<file path="config.mk">
export PLATFORM = sky130hd
export DESIGN_NAME = mem_arbiter_flat
export DESIGN_NICKNAME = d
export VERILOG_FILES = /design/src/hdl/rv_bus_pkg.sv /design/src/hdl/mem_bus_if.sv /design/src/hdl/mem_arbiter.sv /design/src/flat_wrapper.sv
export SDC_FILE = /design/constraint.sdc
export NUM_CORES = 1
export LEC_CHECK = 0
export BUFFER_PORTS_ARGS = -buffer_cell sky130_fd_sc_hd__buf_2
export CAP_MARGIN = 5
export CELL_PAD_IN_SITES_DETAIL_PLACEMENT = 1
export CELL_PAD_IN_SITES_GLOBAL_PLACEMENT = 1
export CORE_AREA = 2 2 116 118
export DETAILED_ROUTE_END_ITERATION = 8
export DIE_AREA = 0 0 118 120
export HOLD_SLACK_MARGIN = 0.12
export PLACE_DENSITY = 0.69
export RECOVER_POWER = 50
export SLEW_MARGIN = 20
export SYNTH_ARGS = -nofsm -noshare
export SYNTH_HDL_FRONTEND = slang
export SYNTH_SLANG_ARGS = --single-unit
</file>
<file path="constraint.sdc">
create_clock -name clock -period 1.75 [get_ports clock]
set_clock_uncertainty 0.05 [all_clocks]
set_input_delay 0.2625 -clock clock [delete_from_list [all_inputs] [get_ports clock]]
set_output_delay 0.2625 -clock clock [all_outputs]
set_load 0.005 [all_outputs]
</file>
<file path="src/hdl/rv_bus_pkg.sv">
// word bus definitions; only 32-bit words, byte addresses whose low two bits memory ignores
package rv_bus_pkg;

    // data word of the core, the buses and the memory
    typedef logic [31:0] xlen_t;

    // byte address width on every bus
    localparam int ADDR_W = 32;

    // owner of a bus cycle, also the arbiter's last-granted flag
    typedef enum logic
    {
        SRC_CORE = 1'b0,
        SRC_HOST = 1'b1
    } req_src_e;

endpackage

</file>
<file path="src/hdl/mem_bus_if.sv">
// request/grant word bus; requester holds req and fields until gnt, read data one cycle later
`timescale 1ns/1ps

interface mem_bus_if;

    // request side
    logic                          req;
    logic                          we;
    logic [rv_bus_pkg::ADDR_W-1:0] addr;
    rv_bus_pkg::xlen_t             wdata;

    // memory side
    rv_bus_pkg::xlen_t             rdata;
    logic                          gnt;

    modport requester (output req, we, addr, wdata, input rdata, gnt);

    modport memory (input req, we, addr, wdata, output rdata, gnt);

endinterface

</file>
<file path="src/hdl/mem_arbiter.sv">
// two-way alternating arbiter, combinational grant, one request per cycle to memory
`timescale 1ns/1ps

module mem_arbiter
(
    input  logic         clock,
    input  logic         rst_n,
    mem_bus_if.memory    core_bus,
    mem_bus_if.memory    host_bus,
    mem_bus_if.requester mem_bus
);

    rv_bus_pkg::req_src_e last_src;
    logic                 pick_host;

    // on a tie the side not granted last wins
    assign pick_host = host_bus.req && (!core_bus.req || (last_src == rv_bus_pkg::SRC_CORE));

    assign mem_bus.req = core_bus.req || host_bus.req;
    assign mem_bus.we = pick_host ? host_bus.we : core_bus.we;
    assign mem_bus.addr = pick_host ? host_bus.addr : core_bus.addr;
    assign mem_bus.wdata = pick_host ? host_bus.wdata : core_bus.wdata;

    assign host_bus.gnt = mem_bus.gnt && pick_host;
    assign core_bus.gnt = mem_bus.gnt && !pick_host;

    // last_src also tells whose read data comes back this cycle
    assign core_bus.rdata = (last_src == rv_bus_pkg::SRC_CORE) ? mem_bus.rdata : '0;
    assign host_bus.rdata = (last_src == rv_bus_pkg::SRC_HOST) ? mem_bus.rdata : '0;

    always_ff @(posedge clock)
    begin
        if (!rst_n)
            last_src <= rv_bus_pkg::SRC_HOST;
        else if (mem_bus.gnt)
            last_src <= pick_host ? rv_bus_pkg::SRC_HOST : rv_bus_pkg::SRC_CORE;
    end

endmodule

</file>
<file path="src/flat_wrapper.sv">
// flat-port wrapper written by rule: the top's interface ports become plain ports
module mem_arbiter_flat 
  (clock, rst_n, core_bus_req, core_bus_we, core_bus_addr, core_bus_wdata, core_bus_rdata, core_bus_gnt, host_bus_req, host_bus_we, host_bus_addr, host_bus_wdata, host_bus_rdata, host_bus_gnt, mem_bus_req, mem_bus_we, mem_bus_addr, mem_bus_wdata, mem_bus_rdata, mem_bus_gnt);
  mem_bus_if core_bus_i ();
  mem_bus_if host_bus_i ();
  mem_bus_if mem_bus_i ();
  input  logic clock;
  input  logic rst_n;
  input wire logic [$bits(core_bus_i.req)-1:0] core_bus_req;
  input wire logic [$bits(core_bus_i.we)-1:0] core_bus_we;
  input wire logic [$bits(core_bus_i.addr)-1:0] core_bus_addr;
  input wire logic [$bits(core_bus_i.wdata)-1:0] core_bus_wdata;
  output wire logic [$bits(core_bus_i.rdata)-1:0] core_bus_rdata;
  output wire logic [$bits(core_bus_i.gnt)-1:0] core_bus_gnt;
  input wire logic [$bits(host_bus_i.req)-1:0] host_bus_req;
  input wire logic [$bits(host_bus_i.we)-1:0] host_bus_we;
  input wire logic [$bits(host_bus_i.addr)-1:0] host_bus_addr;
  input wire logic [$bits(host_bus_i.wdata)-1:0] host_bus_wdata;
  output wire logic [$bits(host_bus_i.rdata)-1:0] host_bus_rdata;
  output wire logic [$bits(host_bus_i.gnt)-1:0] host_bus_gnt;
  output wire logic [$bits(mem_bus_i.req)-1:0] mem_bus_req;
  output wire logic [$bits(mem_bus_i.we)-1:0] mem_bus_we;
  output wire logic [$bits(mem_bus_i.addr)-1:0] mem_bus_addr;
  output wire logic [$bits(mem_bus_i.wdata)-1:0] mem_bus_wdata;
  input wire logic [$bits(mem_bus_i.rdata)-1:0] mem_bus_rdata;
  input wire logic [$bits(mem_bus_i.gnt)-1:0] mem_bus_gnt;
  assign core_bus_i.req = core_bus_req;
  assign core_bus_i.we = core_bus_we;
  assign core_bus_i.addr = core_bus_addr;
  assign core_bus_i.wdata = core_bus_wdata;
  assign core_bus_rdata = core_bus_i.rdata;
  assign core_bus_gnt = core_bus_i.gnt;
  assign host_bus_i.req = host_bus_req;
  assign host_bus_i.we = host_bus_we;
  assign host_bus_i.addr = host_bus_addr;
  assign host_bus_i.wdata = host_bus_wdata;
  assign host_bus_rdata = host_bus_i.rdata;
  assign host_bus_gnt = host_bus_i.gnt;
  assign mem_bus_req = mem_bus_i.req;
  assign mem_bus_we = mem_bus_i.we;
  assign mem_bus_addr = mem_bus_i.addr;
  assign mem_bus_wdata = mem_bus_i.wdata;
  assign mem_bus_i.rdata = mem_bus_rdata;
  assign mem_bus_i.gnt = mem_bus_gnt;
  mem_arbiter u_core (.clock(clock), .rst_n(rst_n), .core_bus(core_bus_i), .host_bus(host_bus_i), .mem_bus(mem_bus_i));
endmodule
</file>
== After elaboration in Yosys (flattened, before gate mapping) ==
Index checks and enable logic that the tools add are counted.
Operators by class
  multiplexer cells: 6
  bitwise logic cells: 1
  reductions and logical operators: 7
Operators by type and width (number)
  2-to-1 mux 32 bit: 4
  logical AND 1 bit: 3
  logical NOT 1 bit: 2
  logical OR 1 bit: 2
  2-to-1 mux 1 bit: 2
  NOT 1 bit: 1
Storage, ports and cells
  bits in registers: 1
  input port bits: 167
  output and inout bits: 132
  logic and storage cells: 15

== Longest topological paths before layout ==
  depth in word-level cells: 5
  depth in mapped cells: 4
  depth with buffers taken out: 2

== Worst setup path after synthesis ==
OpenSTA, ideal clock, no wires.
  kind: flip-flop to output port
  start point: reg u_core.last_src
  end point: out mem_bus_addr[14]
  arrival: 1.123 ns
  path slack: 0.314 ns
  stages on the path, launching flop included: 5
  path buffers: 2
  path through: dfxtp_1 a21boi_2 buf_6 buf_6 mux2_1
Between the ends
  cells in the longest elaborated chain, start to end: 4
RTL lines
  start, declared: line mem_arbiter.sv:13  | rv_bus_pkg::req_src_e last_src;
  start signal, assigned: line mem_arbiter.sv:34  | last_src <= rv_bus_pkg::SRC_HOST;
  start signal, assigned: line mem_arbiter.sv:36  | last_src <= pick_host ? rv_bus_pkg::SRC_HOST : rv_bus_pkg::SRC_CORE;
  NOT 1 bit: line mem_arbiter.sv:17  | assign pick_host = host_bus.req && (!core_bus.req || (last_src == rv_bus_pkg::SRC_CORE));
  logical OR 1 bit: line mem_arbiter.sv:17
  logical AND 1 bit: line mem_arbiter.sv:17
  2-to-1 mux 32 bit: line mem_arbiter.sv:21  | assign mem_bus.addr = pick_host ? host_bus.addr : core_bus.addr;
  end, declared: line flat_wrapper.sv:23  | output wire logic [$bits(mem_bus_i.addr)-1:0] mem_bus_addr;
Every way passes these cells.

== Final worst setup path ==
  start point: in core_bus_req
  end point: out mem_bus_wdata[5]
Between the ends
  cells in the longest elaborated chain, start to end: 4
RTL lines
  start, declared: line flat_wrapper.sv:9  | input wire logic [$bits(core_bus_i.req)-1:0] core_bus_req;
  logical NOT 1 bit: line mem_arbiter.sv:17
  logical OR 1 bit: line mem_arbiter.sv:17
  logical AND 1 bit: line mem_arbiter.sv:17
  2-to-1 mux 32 bit: line mem_arbiter.sv:22  | assign mem_bus.wdata = pick_host ? host_bus.wdata : core_bus.wdata;
  end, declared: line flat_wrapper.sv:24  | output wire logic [$bits(mem_bus_i.wdata)-1:0] mem_bus_wdata;
Every way passes these cells.

==> metrics.txt <==
status complete, no violations; Mapped Cells 151; Req. time, crit path 1440 ps; critical path class input port to output port; Worst-Margin Slew 543.9 ps; Final TNS setup 0 ps; hold crit path type input port to register; Yosys reg bits 1; Regs by FF count u_core.last_src x1; synthesis-to-layout area growth 128.8%; Synth Cell Area 1280 um2; max-cap violation count 0; layout net count 607; slew margin rel. 0.6374; die footprint 14160 um2; YS warnings 0; most flop-heavy register u_core.last_src; clock-pin slew on the worst setup and hold paths 0 ps; Final Critical Period 1672 ps; crit path capture type output port; worst vdd ir 0.1135 mV; Lkg Pwr 1.530 nW; largest net degree at the start of global routing 66; Max FO, Critical Path 38; fillers 1691; worst-skew pair later-pin latency 0 ps; initial drt markers 30; initial core utilization 0.09861; vias in the first global route 2430; final setup fails 0; post-synthesis sequential area ratio 0.01564; Die Ht 120 um; drt wl/cell 14.65 um; post-CTS resize count 0; Avg Cell Area, Syn 8.477 um2; area of the core 12980 um2; global-route wire length before repair 12.97 mm; dpl cells 614; share of layout cells above drive strength 1 0.7260; antenna violation net count after detailed routing 0; critical path launch point type input port; via density per instance 3.601; max reg flops 1; gr ovfl total 0; 1st-pass router iterations 4; die width 118 um; Post-DP HPWL 8.383 mm; cell taking the most area after synthesis mux2_2; setup bufs post-CTS 0; Max Slew Vio Count 0; RSZ-0062 raised after global routing no; # rows 42; Final Hold Fails 0; Reg area 21.27 um2; GP Congestion 0.8585; count of cell types in the netlist 13; syn_nets 318; via count 2218; final period utilization 0.9554; IO Port Bufs 298; top cells by area, synth mux2_2 42%, and2_1 16%, nor2b_1 16%; CP arrival 1360 ps; # IOs 299; WL final 9.027 mm; DRC Markers 0; initial antenna violation count 2; achievable frequency 598.1 MHz; Synth top area share 0.4223; Tot GR Track Use 0.1139; CTS Hold Buffers Added 0; fin cells 616; multi-input gate area in the final layout 1186 um2; PD cells 271.4 nW/um2
-- where the power goes --
| group | leakage [nW] | internal (mW) | switching, mW |
|---|---|---|---|
| registers | 0.00806 | 0.0256 | 0.00249 |
| logic | 1.52 | 0.443 | 0.324 |
| clock network | 0.0000127 | 0.00000160 | 0 |
| total | 1.53 | 0.469 | 0.326 |
-- layout by cell type, fill, tap and decap left out, types with 2 or more instances in the layout --
| cell | netlist | layout |
|---|---|---|
| buf_2 | 5 | 251 |
| mux2_2 | 48 | 48 |
| clkbuf_1 | 6 | 34 |
| nor2b_1 | 33 | 33 |
| and2_1 | 33 | 23 |
| mux2_1 | 17 | 17 |
| clkbuf_2 | 0 | 13 |
| and2_0 | 0 | 10 |
| diode_2 | 0 | 2 |
| buf_12 | 0 | 2 |
-- logic make-up (layout without fill, tap and decap cells) --
| logic type | after synthesis | after routing | share of synthesized area |
|---|---|---|---|
| AO/OA/AOI/OAI | 2 | 2 | 0.01564 |
| buffers and inverters | 14 | 301 | 0.06353 |
| flip-flops | 1 | 1 | 0.01564 |
| multiplexers | 65 | 65 | 0.5718 |
| other | 0 | 2 | 0 |
| AND/OR/NAND/NOR | 69 | 69 | 0.3333 |
-- synth_stat cells, drive strengths merged --
| cell type | instances |
|---|---|
| mux2 | 65 |
| clkbuf | 6 |
| nor2 | 1 |
| or2 | 1 |
| a2bb2oi | 1 |
| nand2 | 1 |
| and2 | 33 |
| dfxtp | 1 |
| nor2b | 33 |
| a21boi | 1 |
| buf | 8 |
-- routing by layer --
metal | global-route usage | part of all wire | vias up
li1 | - | - | 1088
met1 | 0.1136 | 0.35 | 948
met2 | 0.2347 | 0.53 | 180
met3 | 0.04230 | 0.12 | 2
met4 | 0.001506 | 0.0014 | 0
met5 | 0 | 0 | -
-- stage by stage --
stage                     total power, mW  instance area (um2)  worst slack [ps]    util  hold slack (ps)
after global routing               0.8649                 2924             45.22  0.2253            450.0
final                              0.7949                 2929             78.00  0.2257            430.9
after global placement             0.7996                 2967             96.55  0.2286            436.8
after CTS                          0.8221                 2967             75.37  0.2286            447.5
after floorplan                    0.3553                 1280             314.0       -            302.8
after detailed placement           0.8183                 2967             77.49  0.2286            447.0
-- worst max-delay path, cell delays in order --
cell and delay, ps:
clkbuf_1 110, a21boi_4 230, buf_12 240, mux2_2 370, buf_2 140
-- final timing paths --
kind | startpoint | to | slack [ps] | cells after the start
worst min register to register | u_core.last_src$_SDFFE_PN1P_ | u_core.last_src$_SDFFE_PN1P_ | 810 | 3
worst max register to register | u_core.last_src$_SDFFE_PN1P_ | u_core.last_src$_SDFFE_PN1P_ | 440 | 3
worst min-delay path | rst_n | u_core.last_src$_SDFFE_PN1P_ | 430 | 2
worst max-delay path | core_bus_req | mem_bus_wdata[5] | 80 | 5
-- final cells by class --
| class | instances | area share |
|---|---|---|
| timing repair buffer | 301 | 0.5109 |
| multi-input combinational | 136 | 0.4050 |
| tap | 176 | 0.07518 |
| sequential | 1 | 0.007262 |
| antenna | 2 | 0.001709 |
Note: power is estimated with default switching activity, not from simulation.
