$ cat src/hdl/rv_bus_pkg.sv
// word bus definitions; only 32-bit words, byte addresses whose low two bits memory ignores
package rv_bus_pkg;

    // data word of the core, the buses and the memory
    typedef logic [31:0] xlen_t;

    // byte address width on every bus
    localparam int ADDR_W = 32;

    // owner of a bus cycle, also the arbiter's last-granted flag
    typedef enum logic
    {
        SRC_CORE = 1'b0,
        SRC_HOST = 1'b1
    } req_src_e;

endpackage

$ cat src/hdl/rv_isa_pkg.sv
// RV32I encodings for the kept subset; no FENCE, CSR, byte or halfword access
package rv_isa_pkg;

    // major opcodes, bits 6:0 of the instruction
    typedef enum logic [6:0]
    {
        OP_LUI    = 7'b0110111,
        OP_AUIPC  = 7'b0010111,
        OP_JAL    = 7'b1101111,
        OP_JALR   = 7'b1100111,
        OP_BRANCH = 7'b1100011,
        OP_LOAD   = 7'b0000011,
        OP_STORE  = 7'b0100011,
        OP_IMM    = 7'b0010011,
        OP_OP     = 7'b0110011,
        OP_SYSTEM = 7'b1110011
    } opcode_e;

    // format kind, picks the immediate layout
    typedef enum logic [2:0]
    {
        FMT_R = 3'd0,
        FMT_I = 3'd1,
        FMT_S = 3'd2,
        FMT_B = 3'd3,
        FMT_U = 3'd4,
        FMT_J = 3'd5
    } fmt_e;

    // ALU operations, the last six only drive the branch flag
    typedef enum logic [4:0]
    {
        ALU_ADD, ALU_SUB, ALU_SLL, ALU_SLT, ALU_SLTU, ALU_XOR,
        ALU_SRL, ALU_SRA, ALU_OR, ALU_AND, ALU_PASS_B,
        ALU_EQ, ALU_NE, ALU_LT, ALU_GE, ALU_LTU, ALU_GEU
    } alu_op_e;

    // everything the sequencer needs from one instruction word
    typedef struct packed
    {
        opcode_e           opcode;
        logic [4:0]        rd;
        logic [4:0]        rs1;
        logic [4:0]        rs2;
        logic [2:0]        funct3;
        rv_bus_pkg::xlen_t imm;
        fmt_e              fmt;
        alu_op_e           alu_op;
        logic              alu_src_imm;
        logic              reg_write;
        logic              is_load;
        logic              is_store;
        logic              is_branch;
        logic              is_jal;
        logic              is_jalr;
        logic              is_auipc;
        logic              is_halt;
    } dec_t;

endpackage

$ cat src/hdl/mem_bus_if.sv
// request/grant word bus; requester holds req and fields until gnt, read data one cycle later
`timescale 1ns/1ps

interface mem_bus_if;

    // request side
    logic                          req;
    logic                          we;
    logic [rv_bus_pkg::ADDR_W-1:0] addr;
    rv_bus_pkg::xlen_t             wdata;

    // memory side
    rv_bus_pkg::xlen_t             rdata;
    logic                          gnt;

    modport requester (output req, we, addr, wdata, input rdata, gnt);

    modport memory (input req, we, addr, wdata, output rdata, gnt);

endinterface

$ cat src/hdl/alu.sv
// combinational ALU; shifts use b[4:0], result is zero on branch compares
`timescale 1ns/1ps

module alu
(
    input  rv_isa_pkg::alu_op_e op,
    input  rv_bus_pkg::xlen_t   a,
    input  rv_bus_pkg::xlen_t   b,
    output rv_bus_pkg::xlen_t   result,
    output logic                taken
);

    logic [4:0] shamt;
    logic       lt_s;
    logic       lt_u;

    assign shamt = b[4:0];
    // both compares are shared by SLT(U) and the branches
    assign lt_s = $signed(a) < $signed(b);
    assign lt_u = a < b;

    always_comb
    begin
        result = '0;
        taken = 1'b0;
        case (op)
            rv_isa_pkg::ALU_ADD:    result = a + b;
            rv_isa_pkg::ALU_SUB:    result = a - b;
            rv_isa_pkg::ALU_SLL:    result = a << shamt;
            rv_isa_pkg::ALU_SLT:    result = {31'b0, lt_s};
            rv_isa_pkg::ALU_SLTU:   result = {31'b0, lt_u};
            rv_isa_pkg::ALU_XOR:    result = a ^ b;
            rv_isa_pkg::ALU_SRL:    result = a >> shamt;
            rv_isa_pkg::ALU_SRA:    result = $signed(a) >>> shamt;
            rv_isa_pkg::ALU_OR:     result = a | b;
            rv_isa_pkg::ALU_AND:    result = a & b;
            rv_isa_pkg::ALU_PASS_B: result = b;
            rv_isa_pkg::ALU_EQ:     taken = (a == b);
            rv_isa_pkg::ALU_NE:     taken = (a != b);
            rv_isa_pkg::ALU_LT:     taken = lt_s;
            rv_isa_pkg::ALU_GE:     taken = !lt_s;
            rv_isa_pkg::ALU_LTU:    taken = lt_u;
            rv_isa_pkg::ALU_GEU:    taken = !lt_u;
            default:                result = '0;
        endcase
    end

endmodule

$ cat src/hdl/core_ctrl.sv
// multicycle RV32I sequencer; starts on run, stops for good on ECALL/EBREAK until reset
`timescale 1ns/1ps

module core_ctrl
(
    input  logic              clock,
    input  logic              rst_n,
    input  logic              run,
    mem_bus_if.requester      bus,
    output logic              halted,
    output rv_bus_pkg::xlen_t pc
);

    typedef enum logic [2:0]
    {
        IDLE, FETCH, CAPTURE, EXEC, MEM, LOAD_WB, HALT
    } state_e;

    state_e            state;
    rv_bus_pkg::xlen_t ir;
    rv_isa_pkg::dec_t  dec;
    rv_bus_pkg::xlen_t rdata1;
    rv_bus_pkg::xlen_t rdata2;
    rv_bus_pkg::xlen_t alu_a;
    rv_bus_pkg::xlen_t alu_b;
    rv_bus_pkg::xlen_t alu_result;
    logic              taken;
    rv_bus_pkg::xlen_t pc_plus4;
    rv_bus_pkg::xlen_t pc_imm;
    rv_bus_pkg::xlen_t next_pc;
    logic              rf_we;
    rv_bus_pkg::xlen_t rf_wdata;

    decode u_decode (.instruction(ir), .dec(dec));

    regfile u_regfile
    (
        .clock  (clock),
        .rst_n  (rst_n),
        .rs1    (dec.rs1),
        .rs2    (dec.rs2),
        .rdata1 (rdata1),
        .rdata2 (rdata2),
        .we     (rf_we),
        .rd     (dec.rd),
        .wdata  (rf_wdata)
    );

    // operand a is the pc only for AUIPC
    assign alu_a = dec.is_auipc ? pc : rdata1;
    assign alu_b = dec.alu_src_imm ? dec.imm : rdata2;

    alu u_alu (.op(dec.alu_op), .a(alu_a), .b(alu_b), .result(alu_result), .taken(taken));

    assign pc_plus4 = pc + 32'd4;
    // branch and JAL target share one adder
    assign pc_imm = pc + dec.imm;

    always_comb
    begin
        if (dec.is_jal || (dec.is_branch && taken))
            next_pc = pc_imm;
        else if (dec.is_jalr)
            next_pc = {alu_result[31:1], 1'b0};
        else
            next_pc = pc_plus4;
    end

    // ALU results write in EXEC and load data one state later
    assign rf_we = ((state == EXEC) && dec.reg_write && !dec.is_load) ||
                   ((state == LOAD_WB) && dec.is_load);

    // LUI passes its upper immediate through the ALU
    always_comb
    begin
        if (state == LOAD_WB)
            rf_wdata = bus.rdata;
        else if (dec.is_jal || dec.is_jalr)
            rf_wdata = pc_plus4;
        else
            rf_wdata = alu_result;
    end

    // ir and regs hold still through MEM, so the ALU keeps the data address valid
    assign bus.req = (state == FETCH) || (state == MEM);
    assign bus.we = (state == MEM) && dec.is_store;
    assign bus.addr = (state == MEM) ? {alu_result[31:2], 2'b00} : {pc[31:2], 2'b00};
    assign bus.wdata = rdata2;

    always_ff @(posedge clock)
    begin
        if (!rst_n)
        begin
            state <= IDLE;
            pc <= '0;
        end
        else
        begin
            case (state)
                IDLE:
                    if (run)
                        state <= FETCH;
                FETCH:
                    if (bus.gnt)
                        state <= CAPTURE;
                CAPTURE:
                    state <= EXEC;
                EXEC:
                begin
                    // halt keeps the pc on the ECALL/EBREAK
                    if (dec.is_halt)
                    begin
                        state <= HALT;
                    end
                    else
                    begin
                        pc <= next_pc;
                        state <= (dec.is_load || dec.is_store) ? MEM : FETCH;
                    end
                end
                MEM:
                    if (bus.gnt)
                        state <= LOAD_WB;
                LOAD_WB:
                    state <= FETCH;
                default:
                    state <= HALT;
            endcase
        end
    end

    // instruction word arrives the cycle after the fetch grant
    always_ff @(posedge clock)
    begin
        if (state == CAPTURE)
            ir <= bus.rdata;
    end

    assign halted = (state == HALT);

endmodule

$ cat src/hdl/decode.sv
// combinational RV32I decode; unknown opcodes come out as a nop with no flags set
`timescale 1ns/1ps

module decode
(
    input  rv_bus_pkg::xlen_t instruction,
    output rv_isa_pkg::dec_t  dec
);

    // one immediate per format, sign always from bit 31
    rv_bus_pkg::xlen_t imm_i;
    rv_bus_pkg::xlen_t imm_s;
    rv_bus_pkg::xlen_t imm_b;
    rv_bus_pkg::xlen_t imm_u;
    rv_bus_pkg::xlen_t imm_j;
    logic              f7_b5;
    logic              is_op_imm;

    assign imm_i = {{20{instruction[31]}}, instruction[31:20]};
    assign imm_s = {{20{instruction[31]}}, instruction[31:25], instruction[11:7]};
    // branch offset is bits 12|10:5|4:1|11, bit 0 always zero
    assign imm_b = {{19{instruction[31]}}, instruction[31], instruction[7],
                    instruction[30:25], instruction[11:8], 1'b0};
    assign imm_u = {instruction[31:12], 12'b0};
    // jump offset is bits 20|10:1|11|19:12
    assign imm_j = {{11{instruction[31]}}, instruction[31], instruction[19:12],
                    instruction[20], instruction[30:21], 1'b0};

    // funct7 bit 5 marks SUB and SRA
    assign f7_b5 = instruction[30];
    assign is_op_imm = (instruction[6:0] == rv_isa_pkg::OP_IMM);

    always_comb
    begin
        // register and funct fields sit at fixed places in every format
        dec = '0;
        dec.opcode = rv_isa_pkg::opcode_e'(instruction[6:0]);
        dec.rd = instruction[11:7];
        dec.funct3 = instruction[14:12];
        dec.rs1 = instruction[19:15];
        dec.rs2 = instruction[24:20];
        dec.fmt = rv_isa_pkg::FMT_R;
        dec.alu_op = rv_isa_pkg::ALU_ADD;

        case (dec.opcode)
            rv_isa_pkg::OP_LUI:
            begin
                dec.fmt = rv_isa_pkg::FMT_U;
                dec.alu_op = rv_isa_pkg::ALU_PASS_B;
                dec.alu_src_imm = 1'b1;
                dec.reg_write = 1'b1;
            end
            rv_isa_pkg::OP_AUIPC:
            begin
                // pc + upper immediate
                dec.fmt = rv_isa_pkg::FMT_U;
                dec.alu_src_imm = 1'b1;
                dec.reg_write = 1'b1;
                dec.is_auipc = 1'b1;
            end
            rv_isa_pkg::OP_JAL:
            begin
                dec.fmt = rv_isa_pkg::FMT_J;
                dec.reg_write = 1'b1;
                dec.is_jal = 1'b1;
            end
            rv_isa_pkg::OP_JALR:
            begin
                // target rs1 + imm goes through the ALU
                dec.fmt = rv_isa_pkg::FMT_I;
                dec.alu_src_imm = 1'b1;
                dec.reg_write = 1'b1;
                dec.is_jalr = 1'b1;
            end
            rv_isa_pkg::OP_BRANCH:
            begin
                dec.fmt = rv_isa_pkg::FMT_B;
                dec.is_branch = 1'b1;
                case (dec.funct3)
                    3'b001:  dec.alu_op = rv_isa_pkg::ALU_NE;
                    3'b100:  dec.alu_op = rv_isa_pkg::ALU_LT;
                    3'b101:  dec.alu_op = rv_isa_pkg::ALU_GE;
                    3'b110:  dec.alu_op = rv_isa_pkg::ALU_LTU;
                    3'b111:  dec.alu_op = rv_isa_pkg::ALU_GEU;
                    default: dec.alu_op = rv_isa_pkg::ALU_EQ;
                endcase
            end
            rv_isa_pkg::OP_LOAD:
            begin
                // only LW, funct3 is not looked at
                dec.fmt = rv_isa_pkg::FMT_I;
                dec.alu_src_imm = 1'b1;
                dec.reg_write = 1'b1;
                dec.is_load = 1'b1;
            end
            rv_isa_pkg::OP_STORE:
            begin
                dec.fmt = rv_isa_pkg::FMT_S;
                dec.alu_src_imm = 1'b1;
                dec.is_store = 1'b1;
            end
            rv_isa_pkg::OP_IMM, rv_isa_pkg::OP_OP:
            begin
                dec.fmt = is_op_imm ? rv_isa_pkg::FMT_I : rv_isa_pkg::FMT_R;
                dec.alu_src_imm = is_op_imm;
                dec.reg_write = 1'b1;
                case (dec.funct3)
                    // no SUBI, so bit 30 only counts for OP
                    3'b000:  dec.alu_op = (f7_b5 && !is_op_imm) ? rv_isa_pkg::ALU_SUB
                                                                : rv_isa_pkg::ALU_ADD;
                    3'b001:  dec.alu_op = rv_isa_pkg::ALU_SLL;
                    3'b010:  dec.alu_op = rv_isa_pkg::ALU_SLT;
                    3'b011:  dec.alu_op = rv_isa_pkg::ALU_SLTU;
                    3'b100:  dec.alu_op = rv_isa_pkg::ALU_XOR;
                    3'b101:  dec.alu_op = f7_b5 ? rv_isa_pkg::ALU_SRA : rv_isa_pkg::ALU_SRL;
                    3'b110:  dec.alu_op = rv_isa_pkg::ALU_OR;
                    default: dec.alu_op = rv_isa_pkg::ALU_AND;
                endcase
            end
            rv_isa_pkg::OP_SYSTEM:
            begin
                // ECALL and EBREAK share funct3 0, CSR forms are dropped
                dec.fmt = rv_isa_pkg::FMT_I;
                dec.is_halt = (dec.funct3 == 3'b000);
            end
            default:
            begin
                // unknown opcode, all flags stay low and the pc just advances
                dec.fmt = rv_isa_pkg::FMT_R;
            end
        endcase

        // immediate layout follows the format kind
        case (dec.fmt)
            rv_isa_pkg::FMT_I: dec.imm = imm_i;
            rv_isa_pkg::FMT_S: dec.imm = imm_s;
            rv_isa_pkg::FMT_B: dec.imm = imm_b;
            rv_isa_pkg::FMT_U: dec.imm = imm_u;
            rv_isa_pkg::FMT_J: dec.imm = imm_j;
            default:           dec.imm = '0;
        endcase

        // shift immediates carry just the shift amount in the rs2 field
        if (is_op_imm && (dec.funct3[1:0] == 2'b01))
        begin
            dec.imm = {27'b0, instruction[24:20]};
        end
    end

endmodule

$ cat src/hdl/regfile.sv
// 31 x 32-bit registers, combinational reads, x0 reads zero and ignores writes
`timescale 1ns/1ps

module regfile
(
    input  logic              clock,
    input  logic              rst_n,
    input  logic [4:0]        rs1,
    input  logic [4:0]        rs2,
    output rv_bus_pkg::xlen_t rdata1,
    output rv_bus_pkg::xlen_t rdata2,
    input  logic              we,
    input  logic [4:0]        rd,
    input  rv_bus_pkg::xlen_t wdata
);

    // x0 has no storage
    rv_bus_pkg::xlen_t regs [1:31];

    always_ff @(posedge clock)
    begin
        if (!rst_n)
        begin
            for (int i = 1; i < 32; i++)
            begin
                regs[i] <= '0;
            end
        end
        else if (we && (rd != 5'd0))
        begin
            regs[rd] <= wdata;
        end
    end

    assign rdata1 = (rs1 == 5'd0) ? '0 : regs[rs1];
    assign rdata2 = (rs2 == 5'd0) ? '0 : regs[rs2];

endmodule

$ cat src/flat_wrapper.sv
// flat-port wrapper written by rule: the top's interface ports become plain ports
module core_ctrl_flat 
  (clock, rst_n, run, halted, pc, bus_req, bus_we, bus_addr, bus_wdata, bus_rdata, bus_gnt);
  mem_bus_if bus_i ();
  input  logic clock;
  input  logic rst_n;
  input  logic run;
  output logic halted;
  output rv_bus_pkg::xlen_t pc;
  output wire logic [$bits(bus_i.req)-1:0] bus_req;
  output wire logic [$bits(bus_i.we)-1:0] bus_we;
  output wire logic [$bits(bus_i.addr)-1:0] bus_addr;
  output wire logic [$bits(bus_i.wdata)-1:0] bus_wdata;
  input wire logic [$bits(bus_i.rdata)-1:0] bus_rdata;
  input wire logic [$bits(bus_i.gnt)-1:0] bus_gnt;
  assign bus_req = bus_i.req;
  assign bus_we = bus_i.we;
  assign bus_addr = bus_i.addr;
  assign bus_wdata = bus_i.wdata;
  assign bus_i.rdata = bus_rdata;
  assign bus_i.gnt = bus_gnt;
  core_ctrl u_core (.clock(clock), .rst_n(rst_n), .run(run), .bus(bus_i), .halted(halted), .pc(pc));
endmodule
$ cat config.mk
export PLATFORM = sky130hd
export DESIGN_NAME = core_ctrl_flat
export DESIGN_NICKNAME = d
export VERILOG_FILES = /design/src/hdl/rv_bus_pkg.sv /design/src/hdl/rv_isa_pkg.sv /design/src/hdl/mem_bus_if.sv /design/src/hdl/alu.sv /design/src/hdl/core_ctrl.sv /design/src/hdl/decode.sv /design/src/hdl/regfile.sv /design/src/flat_wrapper.sv
export SDC_FILE = /design/constraint.sdc
export NUM_CORES = 2
export LEC_CHECK = 0
export BUFFER_PORTS_ARGS = -buffer_cell sky130_fd_sc_hd__buf_2
export CAP_MARGIN = 20
export CORE_MARGIN = 4
export CORE_UTILIZATION = 58
export DETAILED_ROUTE_END_ITERATION = 8
export PLACE_DENSITY_LB_ADDON = 0.1
export SYNTH_ARGS = -nofsm -noshare
export SYNTH_HDL_FRONTEND = slang
export SYNTH_HIERARCHICAL = 1
export SYNTH_SLANG_ARGS = --single-unit
export TNS_END_PERCENT = 50
$ cat constraint.sdc
create_clock -name clock -period 6.66 [get_ports clock]
set_clock_uncertainty 0.15 [all_clocks]
set_input_delay 0.999 -clock clock [delete_from_list [all_inputs] [get_ports clock]]
set_output_delay 0.999 -clock clock [all_outputs]
set_load 0.005 [all_outputs]
Yosys cells after proc, flatten, opt, wreduce, memory -nomap -nowiden
Memories as Yosys holds them, arrays and structs flattened. A register that Yosys moved wholly into a read port is not among the register bits.
Index checks and enable logic that the tools add are counted.

word-level totals
  bits in registers = 67
  bits in writable memories = 992
  bits of input ports = 36
  output and inout bits = 99
  logic and storage cells = 142
  memories kept = 1

operators by class
  add/sub/neg operators = 4
  magnitude comparators = 2
  equal/unequal tests = 50
  shift operators = 3
  multiplexer cells = 44
  bitwise gates (word level) = 4
  reductions and logical operators = 31

memory list
  name                   words  bits a word  read ports  clocked after Yosys merged registers in  write ports  line           RTL
  u_core.u_regfile.regs  31     32           2           2                                        31           regfile.sv:18  rv_bus_pkg::xlen_t regs [1:31];

operators with widths
  kind                                                 count
  2-to-1 mux 32 bit                                    11
  case mux 32 bit (11 select lines)                    1
  case mux 32 bit (5 select lines)                     1
  adder 32 bit                                         2
  less-than comparator 32 bit                          2
  equality test 5 x 4 -> 1 bit, second input constant  8
  case mux 3 bit (6 select lines)                      2
  adder 32 x 3 -> 32 bit, second input constant        1
  bitwise AND 32 bit                                   1
  equality test 32 bit                                 1
  inequality test 32 bit                               1
  OR 32 bit                                            1
  OR reduction 32 bit                                  1
  left shift 32 x 5 -> 32 bit                          1
  right shift 32 x 5 -> 32 bit                         1
  >>> shifter 32 x 5 -> 32 bit                         1
  subtractor 32 bit                                    1
  XOR 32 bit                                           1
  equality test 7 bit, second input constant           4
  case mux 4 bit (7 select lines)                      1
  equality test 3 bit, second input constant           9
  case mux 5 bit (5 select lines)                      1
  equality test 7 x 6 -> 1 bit, second input constant  3
  equality test 5 x 3 -> 1 bit, second input constant  4
  other kinds (28)                                     78

Depth between registers and ports, before layout
  depth in word-level cells = 13
  mapped depth = 33
  mapped depth without buffers = 23

Hierarchy
The synthesis kept the hierarchy.

by module, submodules not included
  module     instances  cells each  area each (um^2)  seq. area each (um^2)
  regfile    1          3,505       54,214.5          30,749.5
  alu        1          1,413       9,247.6           0.0
  core_ctrl  1          857         6,837.8           1,661.6
  decode     1          193         1,238.7           0.0

Least setup slack after synthesis
No wires, ideal clock.

  path kind = register to output
  start point = register u_core.ir[20]
  end point = output port bus_addr[18]
  arrival = 5.924 ns
  required time = 5.511 ns
  path slack = -0.413 ns
  cell stages (with the launch flop) = 27
  path buffers = 10
  cells stage by stage = edfxtp_1 -> buf_4 -> clkbuf_1 -> buf_6 -> buf_6 -> buf_6 -> mux4_2 -> a2111oi_0 -> nor3_1 -> mux2_2 -> inv_1 -> buf_2 -> buf_2 -> buf_2 -> clkbuf_1 -> ha_1 -> buf_4 -> o21ba_1 -> o21ai_2 -> a221oi_2 -> nor4_2 -> o21ai_1 -> nand2_1 -> a21boi_1 -> a221o_1 -> a221o_1 -> mux2_2

between the ends
  longest elaborated chain between the ends = 6
  elaborated cells between the ends (all ways) = 15
  those cells by class = add/sub: 2; shift: 3; mux: 6; bitwise: 3; reduce/logical: 1

RTL lines
  item                                             line                RTL
  start, declared                                  core_ctrl.sv:20     rv_bus_pkg::xlen_t ir;
  start signal, assigned                           core_ctrl.sv:136    ir <= bus.rdata;
  zero test 5 bit (*)                              regfile.sv:36       assign rdata2 = (rs2 == 5'd0) ? '0 : regs[rs2];
  2-to-1 mux 32 bit (*)                            regfile.sv:36
  net bus_wdata[2]                                 flat_wrapper.sv:13  output wire logic [$bits(bus_i.wdata)-1:0] bus_wdata;
  2-to-1 mux 32 bit (*)                            core_ctrl.sv:51     assign alu_b = dec.alu_src_imm ? dec.imm : rdata2;
  net u_core.alu_b[2]                              core_ctrl.sv:25     rv_bus_pkg::xlen_t alu_b;
  subtractor 32 bit, or another cell as far along  alu.sv:28           rv_isa_pkg::ALU_SUB: result = a - b;
  case mux 32 bit (11 select lines) (*)            alu.sv:26           case (op)
  net u_core.alu_result[18]                        core_ctrl.sv:26     rv_bus_pkg::xlen_t alu_result;
  2-to-1 mux 32 bit (*)                            core_ctrl.sv:87     assign bus.addr = (state == MEM) ? {alu_result[31:2], 2'b00} : {pc[31:2], 2'b00};
  end, declared                                    flat_wrapper.sv:12  output wire logic [$bits(bus_i.addr)-1:0] bus_addr;

The timed path passes the listed nets; every way through them passes the cells marked *.

Worst setup path in the final report
  start point = register u_core.ir[19]
  end point = output port bus_addr[28]

between the ends
  longest elaborated chain between the ends = 6
  elaborated cells between the ends (all ways) = 16
  those cells by class = add/sub: 2; shift: 3; mux: 7; bitwise: 3; reduce/logical: 1

RTL lines
  item                                             line             RTL
  zero test 5 bit (*)                              regfile.sv:35    assign rdata1 = (rs1 == 5'd0) ? '0 : regs[rs1];
  2-to-1 mux 32 bit (*)                            regfile.sv:35
  net u_core.rdata1[18]                            core_ctrl.sv:22  rv_bus_pkg::xlen_t rdata1;
  2-to-1 mux 32 bit (*)                            core_ctrl.sv:50  assign alu_a = dec.is_auipc ? pc : rdata1;
  net u_core.alu_a[18]                             core_ctrl.sv:24  rv_bus_pkg::xlen_t alu_a;
  subtractor 32 bit, or another cell as far along  alu.sv:28
  case mux 32 bit (11 select lines) (*)            alu.sv:26
  net u_core.alu_result[28]                        core_ctrl.sv:26
  2-to-1 mux 32 bit (*)                            core_ctrl.sv:87

Marks and branches as above.

==> impl_metrics.yaml <==
status:
  status: "complete, but fails checks"
  violations: "design-rule violations, negative setup slack"
grt:
  antenna_found_initial: 30
  grtUsageTotal: 0.509
  overflow: 0
  grt_pass1_wl_um: 466000
  grt_max_degree: 96
  grt_pass1_vias: 61400
worst_setup_path:
  worst-endpoint-arrival_ns: 6.24
  endpoint_kind: "output pin"
  worstPathRequired_ns: 5.51
  r2r_start: "u_core/ir[16]"
  critPathMaxFanout: 10
  r2r_end: "u_core/u_regfile/regs[15][30]"
  crit_path_start_kind: "flip-flop"
  setup.worst_path.class: "flip-flop to output pin"
  ff2ff_setup_slack_ns: -0.48
  ff2ff_path_depth: 34
sta:
  slew_violations: 0
  finalCritPeriodShare: 1.11
  rsz0062_at_grt: "true"
  period_minus_slack_ns: 7.39
  max_freq_ghz: 0.135
  setup_viol: 74
  setup_slack_ns: -0.726
  tightest_slew_ns: 1.17
  setup_tns_ns: -30.42
  finalHoldViolations: 0
  maxSlewHeadroom: 0.215
finish:
  drive_gt1_frac: 0.405
  nets: 7123
  fillCellCount: 7717
  multi_input_area_um2: 40200
  layout_common_cells: "buf_4 (1061), edfxtp_1 (1056), and2_1 (1005)"
  area_delta_synth_final_pct: 29.1
  layout_commonest_cell: "buf_4"
  regArea_um2: 32400
  stdcell_area_um2: 92300
power_and_ir_drop:
  peakVddDrop_mv: 0.318
  power_frac_seq: 0.382
  switchingPower_w: 0.00680
  p_sw_frac: 0.326
  pwr-share-clk: 0.320
  pwr-share-comb: 0.298
  p_int_w: 0.0141
  power_density_nw_per_um2: 226
  leakagePower_nw: 35.9
placed_design:
  hpwl_um: 232000
  place_area_um2: 82100
  gp_congestion: 1.15
  port_buffers: 132
yosys:
  post_synth.cell_area_avg_um2: 12.0
  ys.warnings.count: 6
  synth_area_um2: 71500
  syn_inst: 5957
worst_hold_path:
  hold_end: "u_core/ir[17]"
  min_from: "bus_rdata[17]"
  hp-class: "primary input to flip-flop"
  min_path_cells: 1
clock_network:
  cts_root_buf: "clkbuf_16"
  cts_buffer_depth: 3
  path_clk_slew_ns: 0.07
  postCtsHoldBufs: 0
  tritoncts: "done"
  clkLatencyLatePin_ns: 0.78
  h-tree-depth: 3
  numCtsBuffers: 113
  clock-sinks: 1091
flow_run:
  cap_violations: 0
floorplan:
  core-area_um2: 122000
  rows: 128
  initial_core_util: 0.586
  die_w_um: 359
  die_area_um2: 129000
  die-height_um: 359
  io_pins: 135
detailed_routing:
  antenna_left: 0
  drc_errors: 2
  wl_per_cell_um: 38.7
  vias_per_cell: 7.34
  vias: 63900
  drt_iter0_drc: 10900
  wirelength_um: 337000
  firstDrtPassIters: 9
## layout make-up
class | count | area share
multi-input cells | 4179 | 0.436
inverters | 124 | 0.00534
flip-flops and latches | 1091 | 0.351
diodes | 20 | 0.000542
repair buffers | 1446 | 0.143
well taps | 1625 | 0.0220
clock buffers | 125 | 0.0311
clock inverters | 88 | 0.0107
## power by group through the flow
stage | logic, W | registers (W) | clock network (W)
CTS | 0.00566 | 0.00794 | 0.00667
global route | 0.00628 | 0.00797 | 0.00699
detailed placement | 0.00499 | 0.00808 | 0
floorplan | 0.00224 | 0.00803 | 0
global placement | 0.00497 | 0.00806 | 0
finish | 0.00623 | 0.00797 | 0.00667
## through the flow
stage | utilization | power [W] | worst slack, ns | hold WS (ns) | cells
global route | 0.756 | 0.0212 | -0.767 | 0.244 | 8680
CTS | 0.744 | 0.0203 | -0.597 | 0.222 | 8624
floorplan | - | 0.0103 | 0.000602 | 0.354 | 5989
detailed placement | 0.673 | 0.0131 | -0.731 | 0.408 | 8274
finish | 0.756 | 0.0209 | -0.726 | 0.259 | 8698
global placement | 0.673 | 0.0130 | -0.733 | 0.391 | 8272
## state kept, by name (all words and copies together), names as in the netlist
register and flops:
u_core/ir 32, u_core/pc 32, u_core/state 3, u_core/u_regfile/regs 1024
## critical path: stages, from the launching register on
cell and delay [ns]:
edfxtp_1 0.52, nand2b_1 0.43, or2_1 0.36, buf_12 0.16
buf_4 0.16, buf_4 0.15, o22ai_1 0.49, nor3_1 0.25
mux2_4 0.38, inv_1 0.07, ha_1 0.27, nor4_4 0.29
buf_4 0.16, nand2_1 0.11, nor3_4 0.26, o211ai_1 0.23
nand3_2 0.20, a2111oi_2 0.09, nor4bb_1 0.28, nand3_1 0.14
mux2_4 0.29, buf_2 0.13
## routing by layer
metal,up-vias,global-route usage,part of all wire
met5,-,0,0.00029
met4,14,0.419,0.11
met3,1823,0.197,0.16
met2,6309,0.739,0.42
met1,31000,0.601,0.31
li1,24800,-,-
## repair_timing
item | 4_1_cts | 5_1_grt
gates cloned | 15 | 3
gates resized for setup | 712 | 205
endpoints found under the setup margin | 795 | 393
buffers inserted | 145 | 59
pin swaps | 169 | 110
## how the worst max path moves through the flow
stage	slack [ns]	to	start	cells after the start
2_1_floorplan	0.0006	bus_addr[12]	u_core/ir[20]	25
5_1_grt	-0.77	bus_addr[29]	u_core/ir[20]	23
3_3_place_gp	-0.73	bus_addr[19]	u_core/ir[20]	22
3_5_place_dp	-0.73	bus_addr[20]	u_core/ir[20]	22
6_report	-0.73	bus_addr[28]	u_core/ir[19]	21
4_1_cts	-0.60	bus_addr[18]	u_core/ir[16]	22
No activity file was read; power rests on OpenSTA's default activity.
